[src/design/pr_pkg.sv]
// Shared types and flag positions of the P-R register unit, imported by every design module
`default_nettype none

package pr_pkg;

	// Command opcodes seen on the requester port
	typedef enum logic [2:0] {
		OP_READ      = 3'd0, // R0 or R1-R7 by addr
		OP_READ_SWAP = 3'd1, // R0 flags moved to low byte
		OP_WRITE     = 3'd2, // R0 or R1-R7 by addr
		OP_FLAGS     = 3'd3, // ALU result to flags
		OP_WRITE_BAR = 3'd4, // Q, BS, NB from data
		OP_WRITE_RB  = 3'd5, // Load register
		OP_READ_KI   = 3'd6, // KI bus, addr picks source
		OP_CLEAR     = 3'd7  // R0 and system fields to zero
	} op_t;

	// One requester command, held stable while req is high
	typedef struct packed {
		op_t         op;   // What to do
		logic [2:0]  addr; // Register number or KI select
		logic [0:15] data; // Write data, bit 0 is MSB
	} reg_cmd_t;

	// OP_FLAGS view of the data field
	typedef struct packed {
		logic       zs;      // Result is zero
		logic       sign;    // Result bit 0
		logic       carry;   // Carry out
		logic       ovf;     // Overflow
		logic       aryt;    // Signed compare for L and G
		logic       ust_z;   // Update Z
		logic       ust_mc;  // Update M and C
		logic       ust_v;   // Update V
		logic       ust_leg; // Update L, E and G
		logic [6:0] pad;
	} flag_upd_t;

	// Read bus sources
	typedef enum logic [1:0] {
		SRC_USER    = 2'd0, // AND of user register readouts
		SRC_R0      = 2'd1,
		SRC_R0_SWAP = 2'd2,
		SRC_KI      = 2'd3
	} src_t;

	// Flag bits in R0, MSB-first numbering
	localparam int FLAG_Z = 0;
	localparam int FLAG_M = 1;
	localparam int FLAG_V = 2;
	localparam int FLAG_C = 3;
	localparam int FLAG_L = 4;
	localparam int FLAG_E = 5;
	localparam int FLAG_G = 6;
	localparam int FLAG_Y = 7;
	localparam int FLAG_X = 8;

endpackage

`default_nettype wire
[src/design/pr_top.sv]
// Top level of the P-R register unit; connects control, user registers, flags block and read mux
`default_nettype none
`timescale 1ns/1ps

module pr_top #(
	parameter int CPU_NUMBER = 0
) (
	input  wire              clk,
	input  wire              reset,
	input  wire              req,
	input  wire pr_pkg::reg_cmd_t cmd,
	input  wire  [0:15]      rz,
	input  wire  [0:15]      zp,
	input  wire  [0:9]       rs,
	output wire              ack,
	output wire  [0:15]      rdata,
	output wire  [0:15]      r0,
	output wire              q,
	output wire              bs,
	output wire  [0:3]       nb,
	output wire              own_bus
);

	import pr_pkg::*;

	wire [6:0]       user_we;
	wire [6:0]       user_re;
	wire [0:15]      wdata;
	wire [6:0][0:15] user_rd;  // Gated readouts
	wire             flags_valid;
	wire reg_cmd_t   flags_cmd;
	wire src_t       src;
	wire [1:0]       ki_sel;
	wire [0:15]      rb;
	wire [0:15]      bus_l;    // Combined read bus

	pr_ctrl ctrl_i (
		.clk(clk), .reset(reset),
		.req(req), .cmd(cmd), .ack(ack), .rdata(rdata),
		.user_we(user_we), .user_re(user_re), .wdata(wdata),
		.flags_valid(flags_valid), .flags_cmd(flags_cmd),
		.src(src), .ki_sel(ki_sel), .bus_l(bus_l)
	);

	// R1-R7
	for (genvar i = 0; i < 7; i++) begin : user_reg_g
		pr_user_reg reg_i (
			.clk(clk), .reset(reset),
			.we(user_we[i]), .re(user_re[i]),
			.wdata(wdata), .rdata(user_rd[i])
		);
	end

	pr_flags #(.CPU_NUMBER(CPU_NUMBER)) flags_i (
		.clk(clk), .reset(reset),
		.valid(flags_valid), .cmd(flags_cmd),
		.r0(r0), .rb(rb), .q(q), .bs(bs), .nb(nb), .own_bus(own_bus)
	);

	pr_bus_mux mux_i (
		.src(src), .ki_sel(ki_sel), .user_rd(user_rd),
		.r0(r0), .rb(rb), .q(q), .bs(bs), .nb(nb),
		.rz(rz), .zp(zp), .rs(rs), .bus_l(bus_l)
	);

endmodule

`default_nettype wire

[src/design/pr_bus_mux.sv]
// Read bus combiner: wired-AND of user readouts, plain and swapped R0, and the KI bus sources
`default_nettype none
`timescale 1ns/1ps

module pr_bus_mux (
	input  wire pr_pkg::src_t src,
	input  wire  [1:0]       ki_sel,
	input  wire  [6:0][0:15] user_rd, // One word per user register
	input  wire  [0:15]      r0,
	input  wire  [0:15]      rb,
	input  wire              q,
	input  wire              bs,
	input  wire  [0:3]       nb,
	input  wire  [0:15]      rz,
	input  wire  [0:15]      zp,
	input  wire  [0:9]       rs,
	output logic [0:15]      bus_l
);

	import pr_pkg::*;

	logic [0:15] user_and; // Open-collector equivalent
	logic [0:15] ki;

	always_comb begin
		user_and = '1;
		for (int i = 0; i < 7; i++) begin
			user_and = user_and & user_rd[i]; // Idle sources are all ones
		end
	end

	// KI source select
	always_comb begin
		case (ki_sel)
			2'd0:    ki = rz;
			2'd1:    ki = {rs, bs, q, nb}; // System word
			2'd2:    ki = rb;
			default: ki = zp;
		endcase
	end

	always_comb begin
		case (src)
			SRC_USER:    bus_l = user_and;
			SRC_R0:      bus_l = r0;
			SRC_R0_SWAP: bus_l = {8'hff, r0[0:7]}; // Flags into low byte
			SRC_KI:      bus_l = ki;
			default:     bus_l = '1;
		endcase
	end

endmodule

`default_nettype wire

[src/design/pr_flags.sv]
// R0 flags and user bits, Q/BS/NB system fields and RB; executes the non-user-register commands
`default_nettype none
`timescale 1ns/1ps

module pr_flags #(
	parameter int CPU_NUMBER = 0 // Board jumper
) (
	input  wire              clk,
	input  wire              reset,
	input  wire              valid,   // Execute strobe from pr_ctrl
	input  wire pr_pkg::reg_cmd_t cmd,
	output logic [0:15]      r0,
	output logic [0:15]      rb,
	output logic             q,       // User mode
	output logic             bs,
	output logic [0:3]       nb,
	output logic             own_bus
);

	import pr_pkg::*;

	flag_upd_t upd;    // ALU result view of data
	logic      flag_l; // New L value
	logic      flag_g; // New G value

	assign upd = flag_upd_t'(cmd.data);

	// Signed compare uses sign, unsigned uses carry
	assign flag_l = upd.aryt ? upd.sign : upd.carry;
	assign flag_g = upd.aryt ? (~upd.zs & ~upd.sign) : (~upd.zs & ~upd.carry);

	always_ff @(posedge clk) begin
		if (reset) begin
			r0 <= '0;
			rb <= '0;
			q  <= 1'b0;
			bs <= 1'b0;
			nb <= '0;
		end else if (valid) begin
			case (cmd.op)
				OP_WRITE: begin
					r0[FLAG_X:15] <= cmd.data[FLAG_X:15]; // X and user bits always
					if (!q) begin
						r0[FLAG_Z:FLAG_Y] <= cmd.data[FLAG_Z:FLAG_Y]; // Low flags in system mode only
					end
				end
				OP_FLAGS: begin
					if (upd.ust_z) begin
						r0[FLAG_Z] <= upd.zs;
					end
					if (upd.ust_mc) begin
						r0[FLAG_M] <= upd.sign;
						r0[FLAG_C] <= upd.carry;
					end
					if (upd.ust_v) begin
						r0[FLAG_V] <= upd.ovf;
					end
					if (upd.ust_leg) begin
						r0[FLAG_L] <= flag_l;
						r0[FLAG_E] <= upd.zs;
						r0[FLAG_G] <= flag_g;
					end
				end
				OP_WRITE_BAR: begin
					q  <= cmd.data[10];
					bs <= cmd.data[11];
					nb <= cmd.data[12:15];
				end
				OP_WRITE_RB: rb <= cmd.data;
				OP_CLEAR: begin
					r0 <= '0; // RB survives clear
					q  <= 1'b0;
					bs <= 1'b0;
					nb <= '0;
				end
				default: r0 <= r0;
			endcase
		end
	end

	// Bus ownership follows jumper
	assign own_bus = bs ^ CPU_NUMBER[0];

endmodule

`default_nettype wire

[src/design/pr_user_reg.sv]
// One 16-bit user register (R1-R7) with write enable and wired-AND style read gating
`default_nettype none
`timescale 1ns/1ps

module pr_user_reg (
	input  wire         clk,
	input  wire         reset,
	input  wire         we,    // Load wdata this edge
	input  wire         re,    // Drive word onto bus
	input  wire  [0:15] wdata,
	output logic [0:15] rdata  // All ones when not selected
);

	logic [0:15] word;

	always_ff @(posedge clk) begin
		if (reset) begin
			word <= '0;
		end else if (we) begin
			word <= wdata;
		end
	end

	// Unselected register pulls nothing low
	assign rdata = re ? word : '1;

endmodule

`default_nettype wire

[src/design/pr_ctrl.sv]
// Requester handshake FSM and command decoder; drives register enables and read-source select
`default_nettype none
`timescale 1ns/1ps

module pr_ctrl (
	input  wire              clk,
	input  wire              reset,
	input  wire              req,         // Four-phase request
	input  wire pr_pkg::reg_cmd_t cmd,    // Stable while req high
	output logic             ack,
	output logic [0:15]      rdata,       // Captured at execute
	output logic [6:0]       user_we,     // Bit i writes R(i+1)
	output logic [6:0]       user_re,     // Bit i reads R(i+1)
	output logic [0:15]      wdata,
	output logic             flags_valid, // R0/system side strobe
	output pr_pkg::reg_cmd_t flags_cmd,
	output pr_pkg::src_t     src,
	output logic [1:0]       ki_sel,
	input  wire [0:15]       bus_l        // Combined read bus
);

	import pr_pkg::*;

	typedef enum logic [1:0] {
		IDLE    = 2'd0,
		EXEC    = 2'd1,
		ACK     = 2'd2,
		RELEASE = 2'd3
	} state_t;

	state_t     state;
	state_t     state_nxt;
	logic       exec;     // Execute cycle
	logic       addr_r0;  // Address 0 selects R0
	logic [6:0] addr_hot; // One-hot user register

	always_ff @(posedge clk) begin
		if (reset) begin
			state <= IDLE;
		end else begin
			state <= state_nxt;
		end
	end

	always_comb begin
		state_nxt = state;
		case (state)
			IDLE: begin
				if (req) begin
					state_nxt = EXEC; // Take command next cycle
				end
			end
			EXEC:    state_nxt = ACK;
			ACK: begin
				if (!req) begin
					state_nxt = RELEASE; // Requester let go
				end
			end
			RELEASE: state_nxt = IDLE; // One dead cycle, req ignored
			default: state_nxt = IDLE;
		endcase
	end

	// ack and read data, both registered
	always_ff @(posedge clk) begin
		if (reset) begin
			ack   <= 1'b0;
			rdata <= '0;
		end else if (exec) begin
			ack   <= 1'b1;
			rdata <= bus_l; // Idle bus reads all ones
		end else if (state == ACK && !req) begin
			ack <= 1'b0;
		end
	end

	assign exec     = (state == EXEC);
	assign addr_r0  = (cmd.addr == 3'd0);
	assign addr_hot = addr_r0 ? 7'd0 : 7'd1 << (cmd.addr - 3'd1);
	assign wdata     = cmd.data;
	assign flags_cmd = cmd;
	assign ki_sel    = cmd.addr[1:0]; // KI source number

	// Command decode, active only in EXEC
	always_comb begin
		user_we     = '0;
		user_re     = '0;
		flags_valid = 1'b0;
		src         = SRC_USER; // No re bits, bus idles high
		if (exec) begin
			case (cmd.op)
				OP_READ: begin
					if (addr_r0) begin
						src = SRC_R0;
					end else begin
						user_re = addr_hot;
					end
				end
				OP_READ_SWAP: src = SRC_R0_SWAP;
				OP_READ_KI:   src = SRC_KI;
				OP_WRITE: begin
					if (addr_r0) begin
						flags_valid = 1'b1; // R0 write goes to flags block
					end else begin
						user_we = addr_hot;
					end
				end
				OP_FLAGS, OP_WRITE_BAR, OP_WRITE_RB, OP_CLEAR: flags_valid = 1'b1;
				default: flags_valid = 1'b0;
			endcase
		end
	end

endmodule

`default_nettype wire

[config.mk]
export PLATFORM = sky130hd
export DESIGN_NAME = pr_top
export DESIGN_NICKNAME = d
export VERILOG_FILES = /design/src/design/pr_pkg.sv /design/src/design/pr_top.sv /design/src/design/pr_bus_mux.sv /design/src/design/pr_flags.sv /design/src/design/pr_user_reg.sv /design/src/design/pr_ctrl.sv
export SDC_FILE = /design/constraint.sdc
export NUM_CORES = 1
export LEC_CHECK = 0
export ABC_AREA = 1
export BUFFER_PORTS_ARGS = -buffer_cell sky130_fd_sc_hd__buf_2
export CAP_MARGIN = 20
export CORE_UTILIZATION = 55
export CTS_BUF_LIST = sky130_fd_sc_hd__clkbuf_4
export DETAILED_ROUTE_END_ITERATION = 8
export MAX_ROUTING_LAYER = met4
export PLACE_DENSITY_LB_ADDON = 0.1
export SKIP_LAST_GASP = 1
export SLEW_MARGIN = 40
export SYNTH_ARGS = -nofsm -noshare
export SYNTH_HDL_FRONTEND = slang
export SYNTH_SLANG_ARGS = --single-unit
[constraint.sdc]
create_clock -name clk -period 2.55 [get_ports clk]
set_input_delay 0.1275 -clock clk [delete_from_list [all_inputs] [get_ports clk]]
set_output_delay 0.1275 -clock clk [all_outputs]
set_load 0.005 [all_outputs]
==> impl_metrics.csv, run 1 <==
group,metric,value,unit
routing,wl_per_cell,18.0,um
flow_run,cap_violations,0,
power_and_ir_drop,p_leak,3.72,nW
clock_tree,cts_tree,"yes",
global_routing,grt_util_all_layers,0.361,
logic_synthesis,yosysMostFrequentCell,"nor2_1",
final_layout,drive_gt1_frac,0.157,
logic_synthesis,synth_ff_type,"dfxtp_1",
logic_synthesis,yosys-top-cells-count,"175 x nor2_1, 169 x dfxtp_1, 162 x nand2_1",
placed_design,gp_congestion,1.06,
critical_path,crit_fanout,16,
floorplanning,start_util,0.569,
timing,relSlewSlack,0.610,
routing,ant_nets,0,
timing,setup_tns,0,ps
critical_path,arrival,2770,ps
global_routing,grt.overflow.total,0,
critical_path,worst-path-buf-inv,2,
routing,drt-met1-wl,11700,um
clock_tree,numCtsBuffers,17,
critical_path,cpLargestDelayFamily,"simple AND/OR/NAND/NOR gates",
global_routing,grt_start_max_net_pins,131,
critical_path,path_class,"reg2reg",
timing,fin_skew,21.1,ps
critical_path,cp-end-kind,"flip-flop",
floorplanning,die_h,122,um
routing,vias_per_cell,5.69,
power_and_ir_drop,p_seq_frac,0.530,
global_routing,grt_pass1_wl,39100,um
placed_design,place_hpwl,18400,um
clock_tree,clk_pin_slew,150,ps
timing,rsz0062_at_grt,"false",
timing,min_period_over_period,0.890,
floorplanning,die_w,122,um
timing,finalHoldViolCount,0,
power_and_ir_drop,swShare,0.298,
logic_synthesis,ys_ff_latch,169,
routing,drt_pass1_iterations,6,
critical_path,cp.required,3050,ps
timing,fmax,441,MHz
critical_path,critPathMaxStageDelay,380,ps
final_layout,nets,1321,
routing,routed.top_layer,"met4",
logic_synthesis,synth.distinct_cells,31,
power_and_ir_drop,internal_power,3.75,mW
timing,min_period,2270,ps
timing,slew_viol_final,0,
run_status,outcome,"complete, no violations",
critical_path,cp_common_cell,"nand2_1",
logic_synthesis,synth_edf_count,0,
power_and_ir_drop,p_sw,1.59,mW
power_and_ir_drop,clkPwrFrac,0.307,
logic_synthesis,syn_area,7980,um^2
clock_tree,insertion_delay,580,ps
routing,drt_iter0_drc,922,
logic_synthesis,async_flop_share,0,
logic_synthesis,netlist_top_cells_area,"dfxtp_1 42%, a21oi_1 8.8%, o21ai_0 8.5%, nor2_1 8.2%, nand2_1 7.6%",
routing,routed-wl-met3,2800,um
routing,wl_met2,10900,um
clock_tree,clockBufferDepth,2,
global_routing,grt_pass1_vias,6994,
logic_synthesis,synth_top_area_cell,"dfxtp_1",
logic_synthesis,syn_area_per_cell,6.88,um^2
power_and_ir_drop,powerDensity,590,nW/um^2
clock_tree,h-tree-depth,4,
critical_path,cp_slowest_cell,"nor2_1",
logic_synthesis,synth_nets,1232,
power_and_ir_drop,combPwrFrac,0.163,
timing,setup_viol_count_final,0,
logic_synthesis,synth_top_cell_area_share,0.424,
clock_tree,cts_sinks,169,
routing,wirelength,26000,um
logic_synthesis,synth_warnings,0,
placed_design,place_inst,1392,
routing,vias,8213,
placed_design,io_buffers,106,
floorplanning,dieArea,15000,um^2
final_layout,stdcell_count,1443,
critical_path,start_kind,"flip-flop",
logic_synthesis,syn_inst,1161,
clock_tree,cts_resized,0,
final_layout,syn2layout_area_growth,13.5,%
floorplanning,core_area,14000,um^2
global_routing,antenna_found_initial,1,
critical_path,crit_chain,"inv_1 > ha_1 > nand2_1 > nor2_1 > nand2_1 > inv_2 > o21ai_0 > a21oi_1",
routing,drc,0,
clock_tree,root_buffer,"clkbuf_4",
hold_path,hp-class,"in2reg",
timing,tightestPinTransition,584,ps
floorplanning,rows,43,
power_and_ir_drop,peakVddDrop,0.377,mV
floorplanning,io_pins,107,
logic_synthesis,ys_seq_area_frac,0.424,
flip-flops by register name, summed over array words and instances (netlist names):
| register | cells |
|---|---|
| ctrl_i.ack | 1 |
| ctrl_i.rdata | 16 |
| ctrl_i.state | 2 |
| flags_i.bs | 1 |
| flags_i.nb | 4 |
| flags_i.q | 1 |
| flags_i.r0 | 16 |
| flags_i.rb | 16 |
| user_reg_g.reg_i.word | 112 |
cell families (layout without fill, tap and decap cells):
logic type	count (synthesis)	after routing	share of synthesized area
compound gates	329	329	0.217
fa+ha+maj	4	4	0.00627
buf+inv	167	268	0.0871
flops	169	169	0.424
other cells	0	1	0
simple gates	492	492	0.266
worst reg2reg max path: cells and delay by family, from the launching register on:
kind / cells / cell delay (ps)
AND/OR/NAND/NOR: 3 / 830
adder cells (fa/ha/maj): 1 / 320
buffers and inverters: 2 / 440
AO/OA/AOI/OAI: 2 / 290
flip-flops: 1 / 330
routing by layer:
metal / up-vias / track usage
li1: 4036 / -
met3: 45 / 0.0929
met4: 0 / 0.115
met2: 404 / 0.503
met1: 3728 / 0.505
met5: - / -
power by group through the flow:
stage,sequential (mW),clock (mW),combinational [mW]
2_1_floorplan,2.87,0,0.498
3_3_place_gp,2.89,0,0.827
3_5_place_dp,2.89,0,0.829
4_1_cts,2.83,1.64,0.853
5_1_grt,2.84,1.75,0.959
6_report,2.83,1.64,0.873
cell usage in the layout, fill, tap and decap left out, drive strengths merged:
cell type / n
nor2: 183
dfxtp: 169
nand2: 166
o21ai: 155
a21oi: 140
buf: 130
inv: 80
nand3: 67
nor3: 59
o211ai: 22
clkbuf: 20
dlygate4sd3: 18
clkinv: 13
nand3b: 9
a21boi: 6
or2: 6
ha: 4
clkinvlp: 4
bufinv: 3
a211oi: 2
o22ai: 2
nand4: 2
diode: 1
o32ai: 1
o21a: 1
final cells by class:
class,instances,area (um^2)
Tap cell,180,225
Timing Repair Buffer,149,921
Fill cell,1351,4980
Clock buffer,19,143
Multi-Input combinational cell,825,3910
Antenna cell,1,2.50
Sequential cell,169,3380
Inverter,88,330
Clock inverter,12,153
final timing paths:
kind	from	to	slack (ps)	cells past startpoint
setup / recovery	ctrl_i.state[1]	user_reg_g[1].reg_i.word[8]	280	8
hold / removal	zp[7]	ctrl_i.rdata[7]	30	5
setup reg to reg	ctrl_i.state[1]	user_reg_g[1].reg_i.word[8]	280	8
hold reg to reg	flags_i.rb[11]	flags_i.rb[11]	450	2
per-stage QoR:
step                setup slack (ps)   util  cell area, um^2  hold WS [ps]  power (mW)
floorplan                        857      -             7980           288        3.37
global placement                 433  0.611             8580           437        3.71
detailed placement               382  0.611             8580           435        3.71
CTS                              337  0.645             9050          10.5        5.32
global route                     141  0.645             9060          31.3        5.55
finish                           280  0.645             9060          25.6        5.34
timing repair:
action | in CTS | in global routing
hold buffers | 18 | 0
setup endpoints to repair | 0 | 0
setup buffers | 0 | 0
endpoints found under the hold margin | 72 | 0
No activity file was read; power rests on OpenSTA's default activity.
==> run 2: changes to the inputs <==
Settings changed: CORE_UTILIZATION 55 to 30.
==> run 2 against run 1 <==
Register-to-register slack got worse by 40 ps; critical path depth grew 3; worst setup slack lost 42 ps; final cell count is 11% higher; wire length up 23%; core utilization fell by 29 points; clock power grew 12%; clock skew about the same.
==> impl_metrics.csv, run 2 (synthesized netlist as in run 1, its figures left out) <==
group,metric,value,unit
final_layout,regMostFlops,"user_reg_g.reg_i.word",
floorplanning,rows,59,
floorplanning,dieArea,27300,um^2
final_layout,largest_reg_flops,112,
hold_path,hp-class,"in2reg",
critical_path,start_kind,"flip-flop",
clock_tree,h-tree-depth,4,
placed_design,place_hpwl,22500,um
final_layout,drive_gt1_frac,0.161,
critical_path,cp_slowest_cell,"nand3_2",
global_routing,grt.overflow.total,0,
global_routing,grt_pass1_vias,7341,
timing,setup_viol_count_final,0,
routing,vias,8120,
critical_path,cp.required,2990,ps
placed_design,postPlaceCellArea,8850,um^2
flow_run,cap_violations,0,
critical_path,critPathMaxStageDelay,370,ps
placed_design,gp_congestion,0.867,
timing,whs,71.9,ps
timing,rsz0062_at_grt,"false",
final_layout,layout_commonest_cell,"nor2_1",
clock_tree,insertion_delay,570,ps
routing,wl_per_cell,19.9,um
floorplanning,die_h,165,um
power_and_ir_drop,p_seq_frac,0.510,
floorplanning,core_area,26100,um^2
timing,slew_viol_final,0,
power_and_ir_drop,internal_power,3.86,mW
critical_path,path_class,"reg2reg",
global_routing,grt_start_max_net_pins,131,
floorplanning,start_util,0.306,
critical_path,arrival,2750,ps
global_routing,grt_pass1_wl,46700,um
power_and_ir_drop,powerDensity,601,nW/um^2
clock_tree,cts_resized,0,
placed_design,place_inst,1556,
power_and_ir_drop,clkPwrFrac,0.327,
timing,setup_tns,0,ps
final_layout,final_cell_mix,"175 x nor2_1, 169 x dfxtp_1, 162 x nand2_1",
final_layout,syn2layout_area_growth,17.2,%
placed_design,io_buffers,106,
power_and_ir_drop,swShare,0.314,
power_and_ir_drop,combPwrFrac,0.163,
global_routing,antenna_found_initial,1,
clock_tree,cts_tree,"yes",
critical_path,cp-end-kind,"flip-flop",
timing,relSlewSlack,0.601,
timing,finalHoldViolCount,0,
floorplanning,io_pins,107,
final_layout,stdcell_area,9350,um^2
timing,min_period_over_period,0.907,
clock_tree,numCtsBuffers,17,
timing,tightestPinTransition,597,ps
routing,ant_nets,0,
power_and_ir_drop,p_leak,3.77,nW
routing,drc,0,
critical_path,crit_fanout,17,
clock_tree,cts_sinks,169,
floorplanning,die_w,165,um
routing,vias_per_cell,5.05,
power_and_ir_drop,p_sw,1.77,mW
routing,drt_pass1_iterations,5,
critical_path,crit_chain,"inv_1 > ha_1 > nand3_2 > buf_4 > buf_4 > nor3_1 > nor2_1 > nand2_1 > nor2_1 > nand3_1 > a21oi_1",
final_layout,stdcell_count,1607,
clock_tree,clockBufferDepth,2,
clock_tree,clk_pin_slew,150,ps
run_status,outcome,"complete, no violations",
global_routing,grt_util_all_layers,0.243,
timing,fmax,433,MHz
final_layout,nets,1328,
routing,drt_iter0_drc,788,
timing,fin_skew,21.3,ps
routing,wirelength,31900,um
power_and_ir_drop,peakVddDrop,0.283,mV
timing,min_period,2310,ps
clock_tree,root_buffer,"clkbuf_4",
-- run 2: worst max-delay path, delay by kind of cell (launching register included) --
kind                       cells  cell delay, ps
and+or+nand+nor                6             810
buffers and inverters          3             630
adders and majority gates      1             350
DFF                            1             340
AOI/OAI and AO/OA              1              60
-- run 2: stage by stage --
stage	setup WS (ps)	total power, mW	utilization
after floorplan	857	3.37	-
after global placement	307	3.81	0.339
after detailed placement	285	3.81	0.340
after CTS	226	5.67	0.359
after global routing	19.8	5.86	0.359
final	238	5.63	0.359
-- run 2: power groups by stage --
| stage | clock (mW) | combinational (mW) | sequential [mW] |
|---|---|---|---|
| final | 1.84 | 0.918 | 2.87 |
| after global routing | 1.98 | 1.01 | 2.88 |
| after CTS | 1.89 | 0.910 | 2.87 |
| after detailed placement | 0 | 0.888 | 2.93 |
| after global placement | 0 | 0.886 | 2.93 |
| after floorplan | 0 | 0.498 | 2.87 |
-- run 2: cell type report --
type	count	area (um^2)
clock inverters	15	198
diodes	2	5.00
clock buffers	17	128
inverters	88	330
well taps	335	419
fillers	2864	16700
repair buffers	156	986
multi-input cells	825	3910
flip-flops and latches	169	3380
-- run 2: final timing paths --
check	cells past startpoint	slack (ps)	startpoint	to
hold / removal	5	70	zp[3]	ctrl_i.rdata[3]
hold reg to reg	2	450	flags_i.rb[10]	flags_i.rb[10]
setup / recovery	11	240	ctrl_i.state[1]	ctrl_i.rdata[2]
setup reg to reg	11	240	ctrl_i.state[1]	ctrl_i.rdata[2]
-- run 2: metal layers --
layer	GRT usage	vias to the layer above	part of all wire
met4	0.0555	0	0.011
met1	0.351	3787	0.50
met5	-	-	0
met2	0.359	247	0.44
li1	-	4064	-
met3	0.0277	22	0.051
-- run 2: what timing repair did --
item / 4_1_cts / 5_1_grt
endpoints found under the hold margin: 61 / 0
buffers inserted: 0 / 0
hold buffers: 17 / 0
==> run 3: changes to the inputs <==
Settings changed: CORE_UTILIZATION 30 to 35.
==> run 3 against run 2 <==
Clock-buffer cell count is the same; power grew 1.2%; worst setup slack gained 60 ps; wire length shrank 7.7%; global-route usage grew 2.1 points; critical endpoint is now ctrl_i.rdata[0]; largest power group unchanged.
==> impl_metrics.csv, run 3 (synthesized netlist as in run 1, its figures left out) <==
group,metric,value,unit
critical_path,start_kind,"flip-flop",
critical_path,path_class,"reg2reg",
global_routing,grt_pass1_wl,45900,um
clock_tree,postCtsSetupBuffers,0,
clock_tree,cts_sinks,169,
final_layout,fin_util,0.422,
placed_design,place_hpwl,21300,um
final_layout,stdcell_area,9330,um^2
global_routing,antenna_found_initial,1,
routing,vias,8162,
timing,min_period_over_period,0.883,
routing,ant_nets,0,
timing,relSlewSlack,0.576,
critical_path,cp.required,3010,ps
global_routing,grt_start_max_net_pins,57,
critical_path,reg2reg_from,"ctrl_i.state[1]",
critical_path,critPathLaunch,"ctrl_i.state[1]",
global_routing,grt_util_all_layers,0.264,
floorplanning,die_h,153,um
timing,fmax,444,MHz
final_layout,regMostFlops,"user_reg_g.reg_i.word",
routing,wl_per_cell,19.0,um
placed_design,gp_congestion,0.883,
routing,wirelength,29500,um
floorplanning,start_util,0.361,
hold_path,hp-class,"in2reg",
final_layout,nets,1332,
final_layout,layout_commonest_cell,"nor2_1",
run_status,outcome,"complete, no violations",
clock_tree,h-tree-depth,4,
global_routing,grt.overflow.total,0,
clock_tree,numCtsBuffers,17,
final_layout,final_cell_mix,"175 x nor2_1, 169 x dfxtp_1, 162 x nand2_1",
clock_tree,hold_buffers,20,
critical_path,cp_slowest_cell,"ha_1",
clock_tree,cts_resized,0,
power_and_ir_drop,clkPwrFrac,0.340,
placed_design,io_buffers,106,
floorplanning,dieArea,23400,um^2
floorplanning,core_area,22100,um^2
floorplanning,rows,54,
power_and_ir_drop,peakVddDrop,0.325,mV
clock_tree,root_buffer,"clkbuf_4",
power_and_ir_drop,combPwrFrac,0.160,
final_layout,largest_reg_flops,112,
power_and_ir_drop,swShare,0.304,
timing,rsz0062_at_grt,"false",
final_layout,syn2layout_area_growth,16.8,%
critical_path,crit_chain,"inv_1 > ha_1 > nand3_2 > buf_4 > nor2_1 > nand2_1 > nand3_1 > nor2_1 > nand3_1 > a21oi_1",
clock_tree,insertion_delay,580,ps
final_layout,stdcell_count,1554,
final_layout,drive_gt1_frac,0.162,
timing,slew_viol_final,0,
hold_path,min_from,"zp[7]",
routing,drt_pass1_iterations,5,
power_and_ir_drop,p_total,5.69,mW
power_and_ir_drop,powerDensity,610,nW/um^2
power_and_ir_drop,p_leak,3.79,nW
timing,setup_viol_count_final,0,
placed_design,postPlaceCellArea,8780,um^2
critical_path,critPathMaxStageDelay,420,ps
power_and_ir_drop,p_sw,1.73,mW
power_and_ir_drop,internal_power,3.96,mW
power_and_ir_drop,p_seq_frac,0.500,
flow_run,cap_violations,0,
timing,fin_skew,16.3,ps
clock_tree,clk_pin_slew,160,ps
routing,vias_per_cell,5.25,
routing,drc,0,
timing,tightestPinTransition,634,ps
floorplanning,die_w,153,um
critical_path,cp-end-kind,"flip-flop",
timing,min_period,2250,ps
clock_tree,clockBufferDepth,2,
critical_path,arrival,2710,ps
timing,setup_tns,0,ps
timing,finalHoldViolCount,0,
global_routing,grt_pass1_vias,7536,
routing,drt_iter0_drc,875,
floorplanning,io_pins,107,
critical_path,crit_fanout,33,
placed_design,place_inst,1502,
clock_tree,cts_tree,"yes",
==> run 3: cell count changes in the layout (fill, tap and decap cells not counted) <==
| cell | change |
|---|---|
| dlygate4sd3_1 | +3 |
| clkinv_2 | -2 |
| clkinvlp_4 | +2 |
| buf_12 | -1 |
| buf_2 | +1 |
| buf_4 | +1 |
| bufinv_16 | +1 |
| clkinv_1 | -1 |
| clkinv_4 | -1 |
| diode_2 | -1 |
==> run 3: per-layer routing <==
layer,vias to the layer above,part of all wire,GRT usage
met5,-,0,-
met4,0,0.0043,0.0414
met3,10,0.072,0.0516
met2,294,0.43,0.381
met1,3792,0.49,0.383
li1,4066,-,-
==> run 3: final cells by class <==
type                    instances  area, um^2
fillers                      2358       12800
clock inverters                14         220
inverters                      88         330
clock buffers                  17         128
multi-input cells             825        3910
diodes                          1        2.50
flip-flops and latches        169        3380
well taps                     280         350
repair buffers                160        1010
==> run 3: through the flow <==
stage	worst slack, ps	hold WS [ps]
detailed placement	371	439
finish	299	43.3
global route	26.6	50.0
floorplan	857	288
CTS	304	6.42
global placement	386	430
==> run 3: worst max-delay path, delay by kind of cell, from the launching register on <==
family	cells	cell delay, ps
AO/OA/AOI/OAI	1	50
adder cells (fa/ha/maj)	1	420
buffers and inverters	2	410
flip-flops	1	340
AND/OR/NAND/NOR	6	870
==> run 3: final timing paths <==
check                                       end  slack (ps)  depth (start not counted)
worst max register to register  ctrl_i.rdata[0]         300                         10
worst min-delay path            ctrl_i.rdata[7]          40                          5
worst max-delay path            ctrl_i.rdata[0]         300                         10
worst min register to register   flags_i.rb[13]         460                          2
==> run 3: power groups by stage <==
stage	registers [mW]	clock network (mW)	logic, mW
final	2.85	1.94	0.909
after detailed placement	2.90	0	0.874
after floorplan	2.87	0	0.498
after CTS	2.84	1.97	0.901
after global routing	2.86	2.07	1.01
after global placement	2.91	0	0.873
